## src/logic/invaders_pkg.sv

```systemverilog
// Invaders I/O package with game numbers, scan codes, widths and aspect constants
package invaders_pkg;

        // Game select byte from the download stream
        typedef enum logic [7:0] {
                GAME_SPACE_INVADERS = 8'd0,
                GAME_BOOT_HILL      = 8'd5,
                GAME_AMAZING_MAZE   = 8'd14,
                GAME_ATTACK_FORCE   = 8'd15
        } game_e;

        typedef logic [7:0] byte_t;

        ////////////////////////////////////////
        // Download stream
        ////////////////////////////////////////
        localparam int unsigned DIP_BANKS = 4;
        localparam byte_t       IDX_ROM   = 8'd0;
        localparam byte_t       IDX_GAME  = 8'd1;
        localparam byte_t       IDX_DIP   = 8'd254;
        localparam int unsigned DL_ADDR_W = 25;

        ////////////////////////////////////////
        // Controls
        ////////////////////////////////////////
        localparam int unsigned JOY_W      = 16;
        localparam int unsigned PS2_W      = 11;
        localparam int unsigned PS2_TOGGLE = 10;
        localparam int unsigned PS2_PRESS  = 9;
        localparam int unsigned PS2_CODE_W = 9;

        // Scan codes, arrow keys plus the MAME style layout
        localparam logic [PS2_CODE_W-1:0] KEY_P1_UP      = 9'h075;
        localparam logic [PS2_CODE_W-1:0] KEY_P1_DOWN    = 9'h072;
        localparam logic [PS2_CODE_W-1:0] KEY_P1_LEFT    = 9'h06B;
        localparam logic [PS2_CODE_W-1:0] KEY_P1_RIGHT   = 9'h074;
        localparam logic [PS2_CODE_W-1:0] KEY_P1_FIRE_A  = 9'h014;
        localparam logic [PS2_CODE_W-1:0] KEY_P1_FIRE_B  = 9'h011;
        localparam logic [PS2_CODE_W-1:0] KEY_P2_UP      = 9'h02D;
        localparam logic [PS2_CODE_W-1:0] KEY_P2_DOWN    = 9'h02B;
        localparam logic [PS2_CODE_W-1:0] KEY_P2_LEFT    = 9'h023;
        localparam logic [PS2_CODE_W-1:0] KEY_P2_RIGHT   = 9'h034;
        localparam logic [PS2_CODE_W-1:0] KEY_P2_FIRE_A  = 9'h01C;
        localparam logic [PS2_CODE_W-1:0] KEY_P2_FIRE_B  = 9'h01B;
        localparam logic [PS2_CODE_W-1:0] KEY_COIN1      = 9'h076;
        localparam logic [PS2_CODE_W-1:0] KEY_COIN1_ALT  = 9'h02E;
        localparam logic [PS2_CODE_W-1:0] KEY_COIN2      = 9'h036;
        localparam logic [PS2_CODE_W-1:0] KEY_START1     = 9'h005;
        localparam logic [PS2_CODE_W-1:0] KEY_START1_ALT = 9'h016;
        localparam logic [PS2_CODE_W-1:0] KEY_START2     = 9'h006;
        localparam logic [PS2_CODE_W-1:0] KEY_START2_ALT = 9'h01E;

        ////////////////////////////////////////
        // Video aspect and triggers
        ////////////////////////////////////////
        localparam byte_t ASPECT_WIDE_X = 8'd16;
        localparam byte_t ASPECT_WIDE_Y = 8'd9;
        localparam byte_t ASPECT_LAND_X = 8'd4;
        localparam byte_t ASPECT_LAND_Y = 8'd3;
        localparam byte_t ASPECT_PORT_X = 8'd3;
        localparam byte_t ASPECT_PORT_Y = 8'd4;

        localparam int unsigned TRIG_COUNT = 5;

endpackage
```

## src/logic/cabinet_if.sv

```systemverilog
// Cabinet interfaces carrying merged player controls and game configuration
`timescale 1ns/1ps

interface controls_if;

        // Per player levels
        logic p1_right, p1_left, p1_down, p1_up, p1_fire_a, p1_fire_b;
        logic p2_right, p2_left, p2_down, p2_up, p2_fire_a, p2_fire_b;

        // Shared and either-player levels
        logic start1, start2, coin;
        logic right, left, fire_a;

        modport source (output p1_right, p1_left, p1_down, p1_up, p1_fire_a, p1_fire_b,
                        p2_right, p2_left, p2_down, p2_up, p2_fire_a, p2_fire_b,
                        start1, start2, coin, right, left, fire_a);

        modport sink (input p1_right, p1_left, p1_down, p1_up, p1_fire_a, p1_fire_b,
                      p2_right, p2_left, p2_down, p2_up, p2_fire_a, p2_fire_b,
                      start1, start2, coin, right, left, fire_a);

endinterface

interface config_if;

        import invaders_pkg::*;

        game_e game;
        byte_t dip0;
        byte_t dip1;
        byte_t dip2;
        byte_t dip3;

        modport source (output game, dip0, dip1, dip2, dip3);
        modport sink (input game, dip0, dip1, dip2, dip3);

endinterface

```

## src/logic/invaders_io_top.sv

```systemverilog
// Invaders I/O top level joining control decode, cabinet config, input ports and triggers
`timescale 1ns/1ps

module invaders_io_top
(
        input  logic                               clk_sys,
        input  logic                               reset,
        input  logic [invaders_pkg::PS2_W-1:0]     ps2_key,
        input  logic [invaders_pkg::JOY_W-1:0]     joy1,
        input  logic [invaders_pkg::JOY_W-1:0]     joy2,
        input  logic                               ioctl_wr,
        input  invaders_pkg::byte_t                ioctl_index,
        input  logic [invaders_pkg::DL_ADDR_W-1:0] ioctl_addr,
        input  invaders_pkg::byte_t                ioctl_dout,
        input  logic                               wide_aspect,
        input  logic                               horizontal_view,
        input  invaders_pkg::byte_t                shifter_data,
        input  logic                               shift_reverse,
        input  invaders_pkg::byte_t                port_wr,
        output invaders_pkg::byte_t                port0,
        output invaders_pkg::byte_t                port1,
        output invaders_pkg::byte_t                port2,
        output invaders_pkg::byte_t                port3,
        output logic                               shift_count,
        output logic                               shift_data,
        output logic                               audio_p1,
        output logic                               audio_p2,
        output logic                               watchdog_kick,
        output logic                               landscape,
        output logic                               rotate_ccw,
        output logic                               watchdog_enable,
        output invaders_pkg::byte_t                hdmi_arx,
        output invaders_pkg::byte_t                hdmi_ary
);

        controls_if ctl ();
        config_if   cfg ();

        control_decoder u_control_decoder (
                .clk_sys (clk_sys),
                .reset   (reset),
                .ps2_key (ps2_key),
                .joy1    (joy1),
                .joy2    (joy2),
                .ctl     (ctl.source)
        );

        cabinet_config u_cabinet_config (
                .clk_sys         (clk_sys),
                .reset           (reset),
                .ioctl_wr        (ioctl_wr),
                .ioctl_index     (ioctl_index),
                .ioctl_addr      (ioctl_addr),
                .ioctl_dout      (ioctl_dout),
                .wide_aspect     (wide_aspect),
                .horizontal_view (horizontal_view),
                .cfg             (cfg.source),
                .landscape       (landscape),
                .rotate_ccw      (rotate_ccw),
                .watchdog_enable (watchdog_enable),
                .hdmi_arx        (hdmi_arx),
                .hdmi_ary        (hdmi_ary)
        );

        input_port_mux u_input_port_mux (
                .cfg           (cfg.sink),
                .ctl           (ctl.sink),
                .shifter_data  (shifter_data),
                .shift_reverse (shift_reverse),
                .port0         (port0),
                .port1         (port1),
                .port2         (port2),
                .port3         (port3)
        );

        port_trigger_router u_port_trigger_router (
                .cfg           (cfg.sink),
                .port_wr       (port_wr),
                .shift_count   (shift_count),
                .shift_data    (shift_data),
                .audio_p1      (audio_p1),
                .audio_p2      (audio_p2),
                .watchdog_kick (watchdog_kick)
        );

endmodule

```

## src/logic/port_trigger_router.sv

```systemverilog
// Port trigger router mapping CPU port-write strobes to peripheral triggers per game
`timescale 1ns/1ps

module port_trigger_router
(
        config_if.sink              cfg,
        input  invaders_pkg::byte_t port_wr,
        output logic                shift_count,
        output logic                shift_data,
        output logic                audio_p1,
        output logic                audio_p2,
        output logic                watchdog_kick
);

        import invaders_pkg::*;

        // Order is count, audio1, data, audio2, watchdog
        logic [TRIG_COUNT-1:0] trig;

        always_comb
        begin
                case (cfg.game)
                GAME_BOOT_HILL:
                        trig = {port_wr[1], port_wr[3], port_wr[2], port_wr[5], port_wr[4]};
                GAME_ATTACK_FORCE:
                        trig = {port_wr[7], port_wr[4], port_wr[3], port_wr[6], port_wr[5]};
                // Standard Midway layout
                default:
                        trig = {port_wr[2], port_wr[3], port_wr[4], port_wr[5], port_wr[6]};
                endcase
        end

        assign shift_count   = trig[4];
        assign audio_p1      = trig[3];
        assign shift_data    = trig[2];
        assign audio_p2      = trig[1];
        assign watchdog_kick = trig[0];

endmodule

```

## src/logic/input_port_mux.sv

```systemverilog
// Input port mux building the four CPU input ports for the selected game
`timescale 1ns/1ps

module input_port_mux
(
        config_if.sink              cfg,
        controls_if.sink            ctl,
        input  invaders_pkg::byte_t shifter_data,
        input  logic                shift_reverse,
        output invaders_pkg::byte_t port0,
        output invaders_pkg::byte_t port1,
        output invaders_pkg::byte_t port2,
        output invaders_pkg::byte_t port3
);

        import invaders_pkg::*;

        byte_t shifter_rev;

        // Bit reversed shifter result, read by the mirrored screen games
        assign shifter_rev = {<<{shifter_data}};

        always_comb
        begin
                port0 = 8'hFF;
                port1 = 8'hFF;
                port2 = 8'hFF;
                port3 = shifter_data;
                case (cfg.game)
                GAME_SPACE_INVADERS:
                begin
                        port0 = cfg.dip0 | {1'b1, ctl.right, ctl.left, ctl.fire_a, 4'b1111};
                        port1 = cfg.dip1 | {1'b1, ctl.right, ctl.left, ctl.fire_a,
                                            1'b1, ctl.start1, ctl.start2, ctl.coin};
                        port2 = cfg.dip2 | {1'b1, ctl.right, ctl.left, ctl.fire_a, 4'b0011};
                end
                GAME_BOOT_HILL:
                begin
                        // One port per gunslinger
                        port0 = cfg.dip0 | {ctl.p1_fire_a, 3'b010, ctl.p1_right,
                                            ctl.p1_left, ctl.p1_down, ctl.p1_up};
                        port1 = cfg.dip1 | {ctl.p2_fire_a, 3'b010, ctl.p2_right,
                                            ctl.p2_left, ctl.p2_down, ctl.p2_up};
                        port2 = cfg.dip2 | {ctl.start1, ctl.coin, ctl.start1, 5'b01101};
                        port3 = shift_reverse ? shifter_rev : shifter_data;
                end
                GAME_AMAZING_MAZE:
                begin
                        port0 = cfg.dip0 | {ctl.p2_up, ctl.p2_down, ctl.p2_right, ctl.p2_left,
                                            ctl.p1_up, ctl.p1_down, ctl.p1_right, ctl.p1_left};
                        port1 = cfg.dip1 | {4'b0000, ctl.coin, 1'b0, ctl.start2, ctl.start1};
                        port2 = 8'h00;
                end
                GAME_ATTACK_FORCE:
                begin
                        // Active low controls
                        port0 = cfg.dip0 | {~ctl.coin, 4'b1111, ~ctl.fire_a,
                                            ~ctl.left, ~ctl.right};
                        port1 = 8'h00;
                        port2 = 8'h00;
                end
                default:
                        ;
                endcase
        end

endmodule

```

## src/logic/cabinet_config.sv

```systemverilog
// Cabinet configuration with game and DIP download registers, flags and HDMI aspect
`timescale 1ns/1ps

module cabinet_config
(
        input  logic                               clk_sys,
        input  logic                               reset,
        input  logic                               ioctl_wr,
        input  invaders_pkg::byte_t                ioctl_index,
        input  logic [invaders_pkg::DL_ADDR_W-1:0] ioctl_addr,
        input  invaders_pkg::byte_t                ioctl_dout,
        input  logic                               wide_aspect,
        input  logic                               horizontal_view,
        config_if.source                           cfg,
        output logic                               landscape,
        output logic                               rotate_ccw,
        output logic                               watchdog_enable,
        output invaders_pkg::byte_t                hdmi_arx,
        output invaders_pkg::byte_t                hdmi_ary
);

        import invaders_pkg::*;

        game_e game;
        byte_t dip [DIP_BANKS];

        ////////////////////////////////////////
        // Download registers
        ////////////////////////////////////////
        always_ff @(posedge clk_sys)
        begin
                if (reset)
                begin
                        game <= GAME_SPACE_INVADERS;
                        dip  <= '{default: '0};
                end
                else if (ioctl_wr)
                begin
                        if (ioctl_index == IDX_GAME)
                                game <= game_e'(ioctl_dout);
                        // Only the low banks are kept, the rest of the block is dropped
                        if (ioctl_index == IDX_DIP && ioctl_addr < DL_ADDR_W'(DIP_BANKS))
                                dip[ioctl_addr[1:0]] <= ioctl_dout;
                end
        end

        assign cfg.game = game;
        assign cfg.dip0 = dip[0];
        assign cfg.dip1 = dip[1];
        assign cfg.dip2 = dip[2];
        assign cfg.dip3 = dip[3];

        // Monitor orientation and watchdog per game
        always_comb
        begin
                landscape       = 1'b1;
                rotate_ccw      = 1'b0;
                watchdog_enable = 1'b1;
                case (game)
                GAME_SPACE_INVADERS:
                begin
                        landscape  = 1'b0;
                        rotate_ccw = 1'b1;
                end
                GAME_AMAZING_MAZE:
                        watchdog_enable = 1'b0;
                GAME_ATTACK_FORCE:
                begin
                        landscape       = 1'b0;
                        rotate_ccw      = 1'b1;
                        watchdog_enable = 1'b0;
                end
                default:
                        ;
                endcase
        end

        assign hdmi_arx = wide_aspect ? ASPECT_WIDE_X :
                          (horizontal_view | landscape) ? ASPECT_LAND_X : ASPECT_PORT_X;
        assign hdmi_ary = wide_aspect ? ASPECT_WIDE_Y :
                          (horizontal_view | landscape) ? ASPECT_LAND_Y : ASPECT_PORT_Y;

endmodule

```

## src/logic/control_decoder.sv

```systemverilog
// Control decoder turning PS/2 key events into buttons merged with two joysticks
`timescale 1ns/1ps

module control_decoder
(
        input  logic                           clk_sys,
        input  logic                           reset,
        input  logic [invaders_pkg::PS2_W-1:0] ps2_key,
        input  logic [invaders_pkg::JOY_W-1:0] joy1,
        input  logic [invaders_pkg::JOY_W-1:0] joy2,
        controls_if.source                     ctl
);

        import invaders_pkg::*;

        typedef struct packed {
                logic p1_right, p1_left, p1_down, p1_up, p1_fire_a, p1_fire_b;
                logic p2_right, p2_left, p2_down, p2_up, p2_fire_a, p2_fire_b;
                logic coin1, coin2, start1, start2;
        } btn_t;

        btn_t                  btn;
        logic                  toggle_q;
        logic                  pressed;
        logic [PS2_CODE_W-1:0] code;
        logic [JOY_W-1:0]      joy_any;

        assign pressed = ps2_key[PS2_PRESS];
        assign code    = ps2_key[PS2_CODE_W-1:0];

        ////////////////////////////////////////
        // Keyboard buttons
        ////////////////////////////////////////
        // A new event is flagged by a flip of the toggle bit
        always_ff @(posedge clk_sys)
        begin
                if (reset)
                begin
                        toggle_q <= 1'b0;
                        btn      <= '0;
                end
                else
                begin
                        toggle_q <= ps2_key[PS2_TOGGLE];
                        if (ps2_key[PS2_TOGGLE] != toggle_q)
                        begin
                                case (code)
                                KEY_P1_UP:                   btn.p1_up     <= pressed;
                                KEY_P1_DOWN:                 btn.p1_down   <= pressed;
                                KEY_P1_LEFT:                 btn.p1_left   <= pressed;
                                KEY_P1_RIGHT:                btn.p1_right  <= pressed;
                                KEY_P1_FIRE_A:               btn.p1_fire_a <= pressed;
                                KEY_P1_FIRE_B:               btn.p1_fire_b <= pressed;
                                KEY_P2_UP:                   btn.p2_up     <= pressed;
                                KEY_P2_DOWN:                 btn.p2_down   <= pressed;
                                KEY_P2_LEFT:                 btn.p2_left   <= pressed;
                                KEY_P2_RIGHT:                btn.p2_right  <= pressed;
                                KEY_P2_FIRE_A:               btn.p2_fire_a <= pressed;
                                KEY_P2_FIRE_B:               btn.p2_fire_b <= pressed;
                                KEY_COIN1, KEY_COIN1_ALT:    btn.coin1     <= pressed;
                                KEY_COIN2:                   btn.coin2     <= pressed;
                                KEY_START1, KEY_START1_ALT:  btn.start1    <= pressed;
                                KEY_START2, KEY_START2_ALT:  btn.start2    <= pressed;
                                default:                     ;
                                endcase
                        end
                end
        end

        ////////////////////////////////////////
        // Joystick merge
        ////////////////////////////////////////
        // Joystick bits: 0 right, 1 left, 2 down, 3 up, 4..5 fire, 8..10 start and coin
        assign joy_any = joy1 | joy2;

        assign ctl.p1_right  = btn.p1_right  | joy1[0];
        assign ctl.p1_left   = btn.p1_left   | joy1[1];
        assign ctl.p1_down   = btn.p1_down   | joy1[2];
        assign ctl.p1_up     = btn.p1_up     | joy1[3];
        assign ctl.p1_fire_a = btn.p1_fire_a | joy1[4];
        assign ctl.p1_fire_b = btn.p1_fire_b | joy1[5];

        assign ctl.p2_right  = btn.p2_right  | joy2[0];
        assign ctl.p2_left   = btn.p2_left   | joy2[1];
        assign ctl.p2_down   = btn.p2_down   | joy2[2];
        assign ctl.p2_up     = btn.p2_up     | joy2[3];
        assign ctl.p2_fire_a = btn.p2_fire_a | joy2[4];
        assign ctl.p2_fire_b = btn.p2_fire_b | joy2[5];

        assign ctl.start1 = btn.start1 | joy_any[8];
        assign ctl.start2 = btn.start2 | joy_any[9];
        assign ctl.coin   = btn.coin1 | btn.coin2 | joy_any[10];

        // Either player, used by the single control games
        assign ctl.right  = ctl.p1_right  | ctl.p2_right;
        assign ctl.left   = ctl.p1_left   | ctl.p2_left;
        assign ctl.fire_a = ctl.p1_fire_a | ctl.p2_fire_a;

endmodule

```

## config.mk

```make
export PLATFORM = sky130hd
export DESIGN_NAME = invaders_io_top
export DESIGN_NICKNAME = d
export VERILOG_FILES = /design/src/logic/invaders_pkg.sv /design/src/logic/cabinet_if.sv /design/src/logic/invaders_io_top.sv /design/src/logic/port_trigger_router.sv /design/src/logic/input_port_mux.sv /design/src/logic/cabinet_config.sv /design/src/logic/control_decoder.sv
export SDC_FILE = /design/constraint.sdc
export NUM_CORES = 1
export LEC_CHECK = 0
export ABC_AREA = 1
export BUFFER_PORTS_ARGS = -buffer_cell sky130_fd_sc_hd__buf_2
export CORE_ASPECT_RATIO = 1.75
export CORE_MARGIN = 5
export CORE_UTILIZATION = 56
export CTS_BUF_LIST = sky130_fd_sc_hd__clkbuf_4
export DETAILED_ROUTE_END_ITERATION = 10
export MAX_ROUTING_LAYER = met4
export PLACE_DENSITY = 0.9
export SLEW_MARGIN = 10
export SYNTH_ARGS = -nofsm -noshare
export SYNTH_HDL_FRONTEND = slang
export SYNTH_HIERARCHICAL = 1
export SYNTH_SLANG_ARGS = --single-unit
```

## constraint.sdc

```tcl
create_clock -name clk_sys -period 2.05 [get_ports clk_sys]
set_clock_uncertainty 0.05 [all_clocks]
set_input_delay 0.205 -clock clk_sys [delete_from_list [all_inputs] [get_ports clk_sys]]
set_output_delay 0.205 -clock clk_sys [all_outputs]
set_load 0.02 [all_outputs]
```

==> reports/summary.txt <==
Drt drc = 0
Fin. max-slew vios = 0
Placement Rows = 40
Combinational Power Share = 27.1%
Via/cell ratio = 5.287
Post-route cell area = 5066 um2
Part of the power in the clock network = 23.7%
Peak supply drop = 346.5 uV
Least-Margin Pin Slew = 653.9 ps
Routed WL = 12.22 mm
Initial antenna violation count = 1
Beginning of the worst register-to-register path = u_control_decoder/toggle_q
GRT Total Usage = 26.85%
Cell Area, Synth = 3836 um2
I/O Buffers = 136
Hold Path End = u_control_decoder/btn[8]
Chip Width = 72.57 um
Worst skew pair latency = 360 ps
Total grt overflow = 0
Syn_area_per_cell = 5.692 um2
Sequential Power Share = 49.2%
Final HPWL DP = 9.440 mm
CP Capture Type = primary output
PD cells = 358.1 nW/um2
Post-DP Area = 4541 um2
Avg WL per Cell = 13.44 um
Worst r2r dst = u_control_decoder/btn[2]
R2r setup slk = 820 ps
Layout cells sized above 1 = 34.22%
Hold path depth = 3
Final setup vio count = 0
Placeable Area = 6756 um2
Outcome = complete, no violations
CTS Root Cell = clkbuf_4
Internal power = 1236 uW
Die ar. = 8671 um2
Initial Utilization = 56.78%
# IOs = 162
Fmax = 0.4932 GHz
Warnings, synthesis = 6
Fin nets = 929
Hold WC Path Type = input pin to flip-flop
Vias = 4806
Final min period = 2028 ps
Setup_tns = 0 ps
Worst setup SP type = flip-flop
Hold Slack = 78.77 ps
DR iter-0 viols = 350
Worst reg2reg path depth = 9
Required time worst endpoint = 1790 ps
Fillers = 577
Fin. Hold Viols = 0
Sink Count = 46
Max-Slew Margin vs Limit = 56.05%
Syn Inst Count = 674
Number of global-route vias before repair = 4384
Total power = 1814 uW
WS Path Type = flip-flop to primary output
CTS Buffer Depth = 2
RSZ-0062 raised after global routing = yes
CP max FO = 2
ANT nets after route = 0
Pin count of the biggest net entering global routing = 32
Final core occ = 74.98%
Reg clk slew, reported paths = 130 ps
MaxCap Viol Count = 0
Router iterations before antenna repair = 7
H-tree depth = 2
Layout Area Growth over Synthesis = 32.06%
TritonCTS clock tree = done
RePlAce Congestion = 0.9510
Net switching power = 578.5 uW
Total CTS buffers = 5
Min-delay src = ps2_key[9]
Height of the die = 119.5 um
Switching Fraction = 31.89%
First-pass GRT wire length = 18.47 mm
CP arrival = 1770 ps
Pleak = 0.002492 uW
Final period utilization = 98.92%
## through the flow
stage	instances	setup slack [ps]
CTS	898	0.2216
global placement	882	256.6
detailed placement	882	225.0
finish	909	22.24
global route	909	-78.34
floorplan	681	242.6
## placed cells by master (no fill, tap or decap), drive strengths merged, types with 8 or more instances in the layout
| master | count |
|---|---|
| conb | 8 |
| o21ai | 22 |
| or2 | 19 |
| nor2 | 155 |
| inv | 74 |
| dfxtp | 46 |
| nand2 | 203 |
| nand4 | 12 |
| nand3 | 66 |
| a21oi | 32 |
| buf | 164 |
## how the worst max path moves through the flow
stage,from,to,slack (ps)
5_1_grt,u_control_decoder/btn[1],port1[2],-80
4_1_cts,u_cabinet_config/cfg.game[0],port3[0],0.2
6_report,u_control_decoder/btn[1],port1[0],20
2_1_floorplan,u_cabinet_config/cfg.game[1],hdmi_arx[1],240
3_5_place_dp,u_cabinet_config/cfg.game[0],port1[3],220
3_3_place_gp,u_cabinet_config/cfg.game[0],port1[3],260
## per-layer routing
metal / track usage (%) / wire length, um / part of all wire [%]
met5: - / 0 / 0
met4: 17.44 / 703 / 5.8
met2: 48.81 / 6757 / 55
met3: 3.437 / 824 / 6.7
met1: 25.42 / 3934 / 32
## what timing repair did
action                                  4_1_cts  5_1_grt
buffers inserted                              6        8
resized for setup                            17       87
hold endpoints to repair                      1        0
gates cloned                                  0        2
endpoints found under the setup margin       35       35
pin swaps                                     4       34
hold buffers                                  2        0
## power groups by stage
stage          combinational (uW)  clock [uW]  sequential (uW)
6_report                      491         430              893
3_3_place_gp                  429           0              917
4_1_cts                       455         438              897
5_1_grt                       534         480              894
2_1_floorplan                 276           0              917
3_5_place_dp                  441           0              917
## sequential cells by signal, summed over array words and instances, names as in the netlist
signal	flops
u_cabinet_config/cfg.dip0	8
u_cabinet_config/cfg.game	8
u_control_decoder/toggle_q	1
u_cabinet_config/cfg.dip1	8
u_control_decoder/btn	14
u_cabinet_config/cfg.dip2	7
## worst max-delay path, cell delays in order, from the launching register on
cell and delay (ps):
dfxtp_2 340, or3_4 380, or2_4 240, nand3_2 60
nand2_1 50, nor2_1 90, nand2_1 100, buf_6 150
## cell type report
cell class | count | area (um2) | share of cell area (%)
Antenna cell | 1 | 2.502 | 0.04939
Clock buffer | 6 | 45.04 | 0.8891
Clock inverter | 2 | 13.76 | 0.2717
Inverter | 74 | 277.8 | 5.483
Multi-Input combinational cell | 530 | 2630 | 51.91
Sequential cell | 46 | 944.7 | 18.65
Tap cell | 84 | 105.1 | 2.075
Timing Repair Buffer | 166 | 1047 | 20.67
Power figures use the tool's default switching activity.
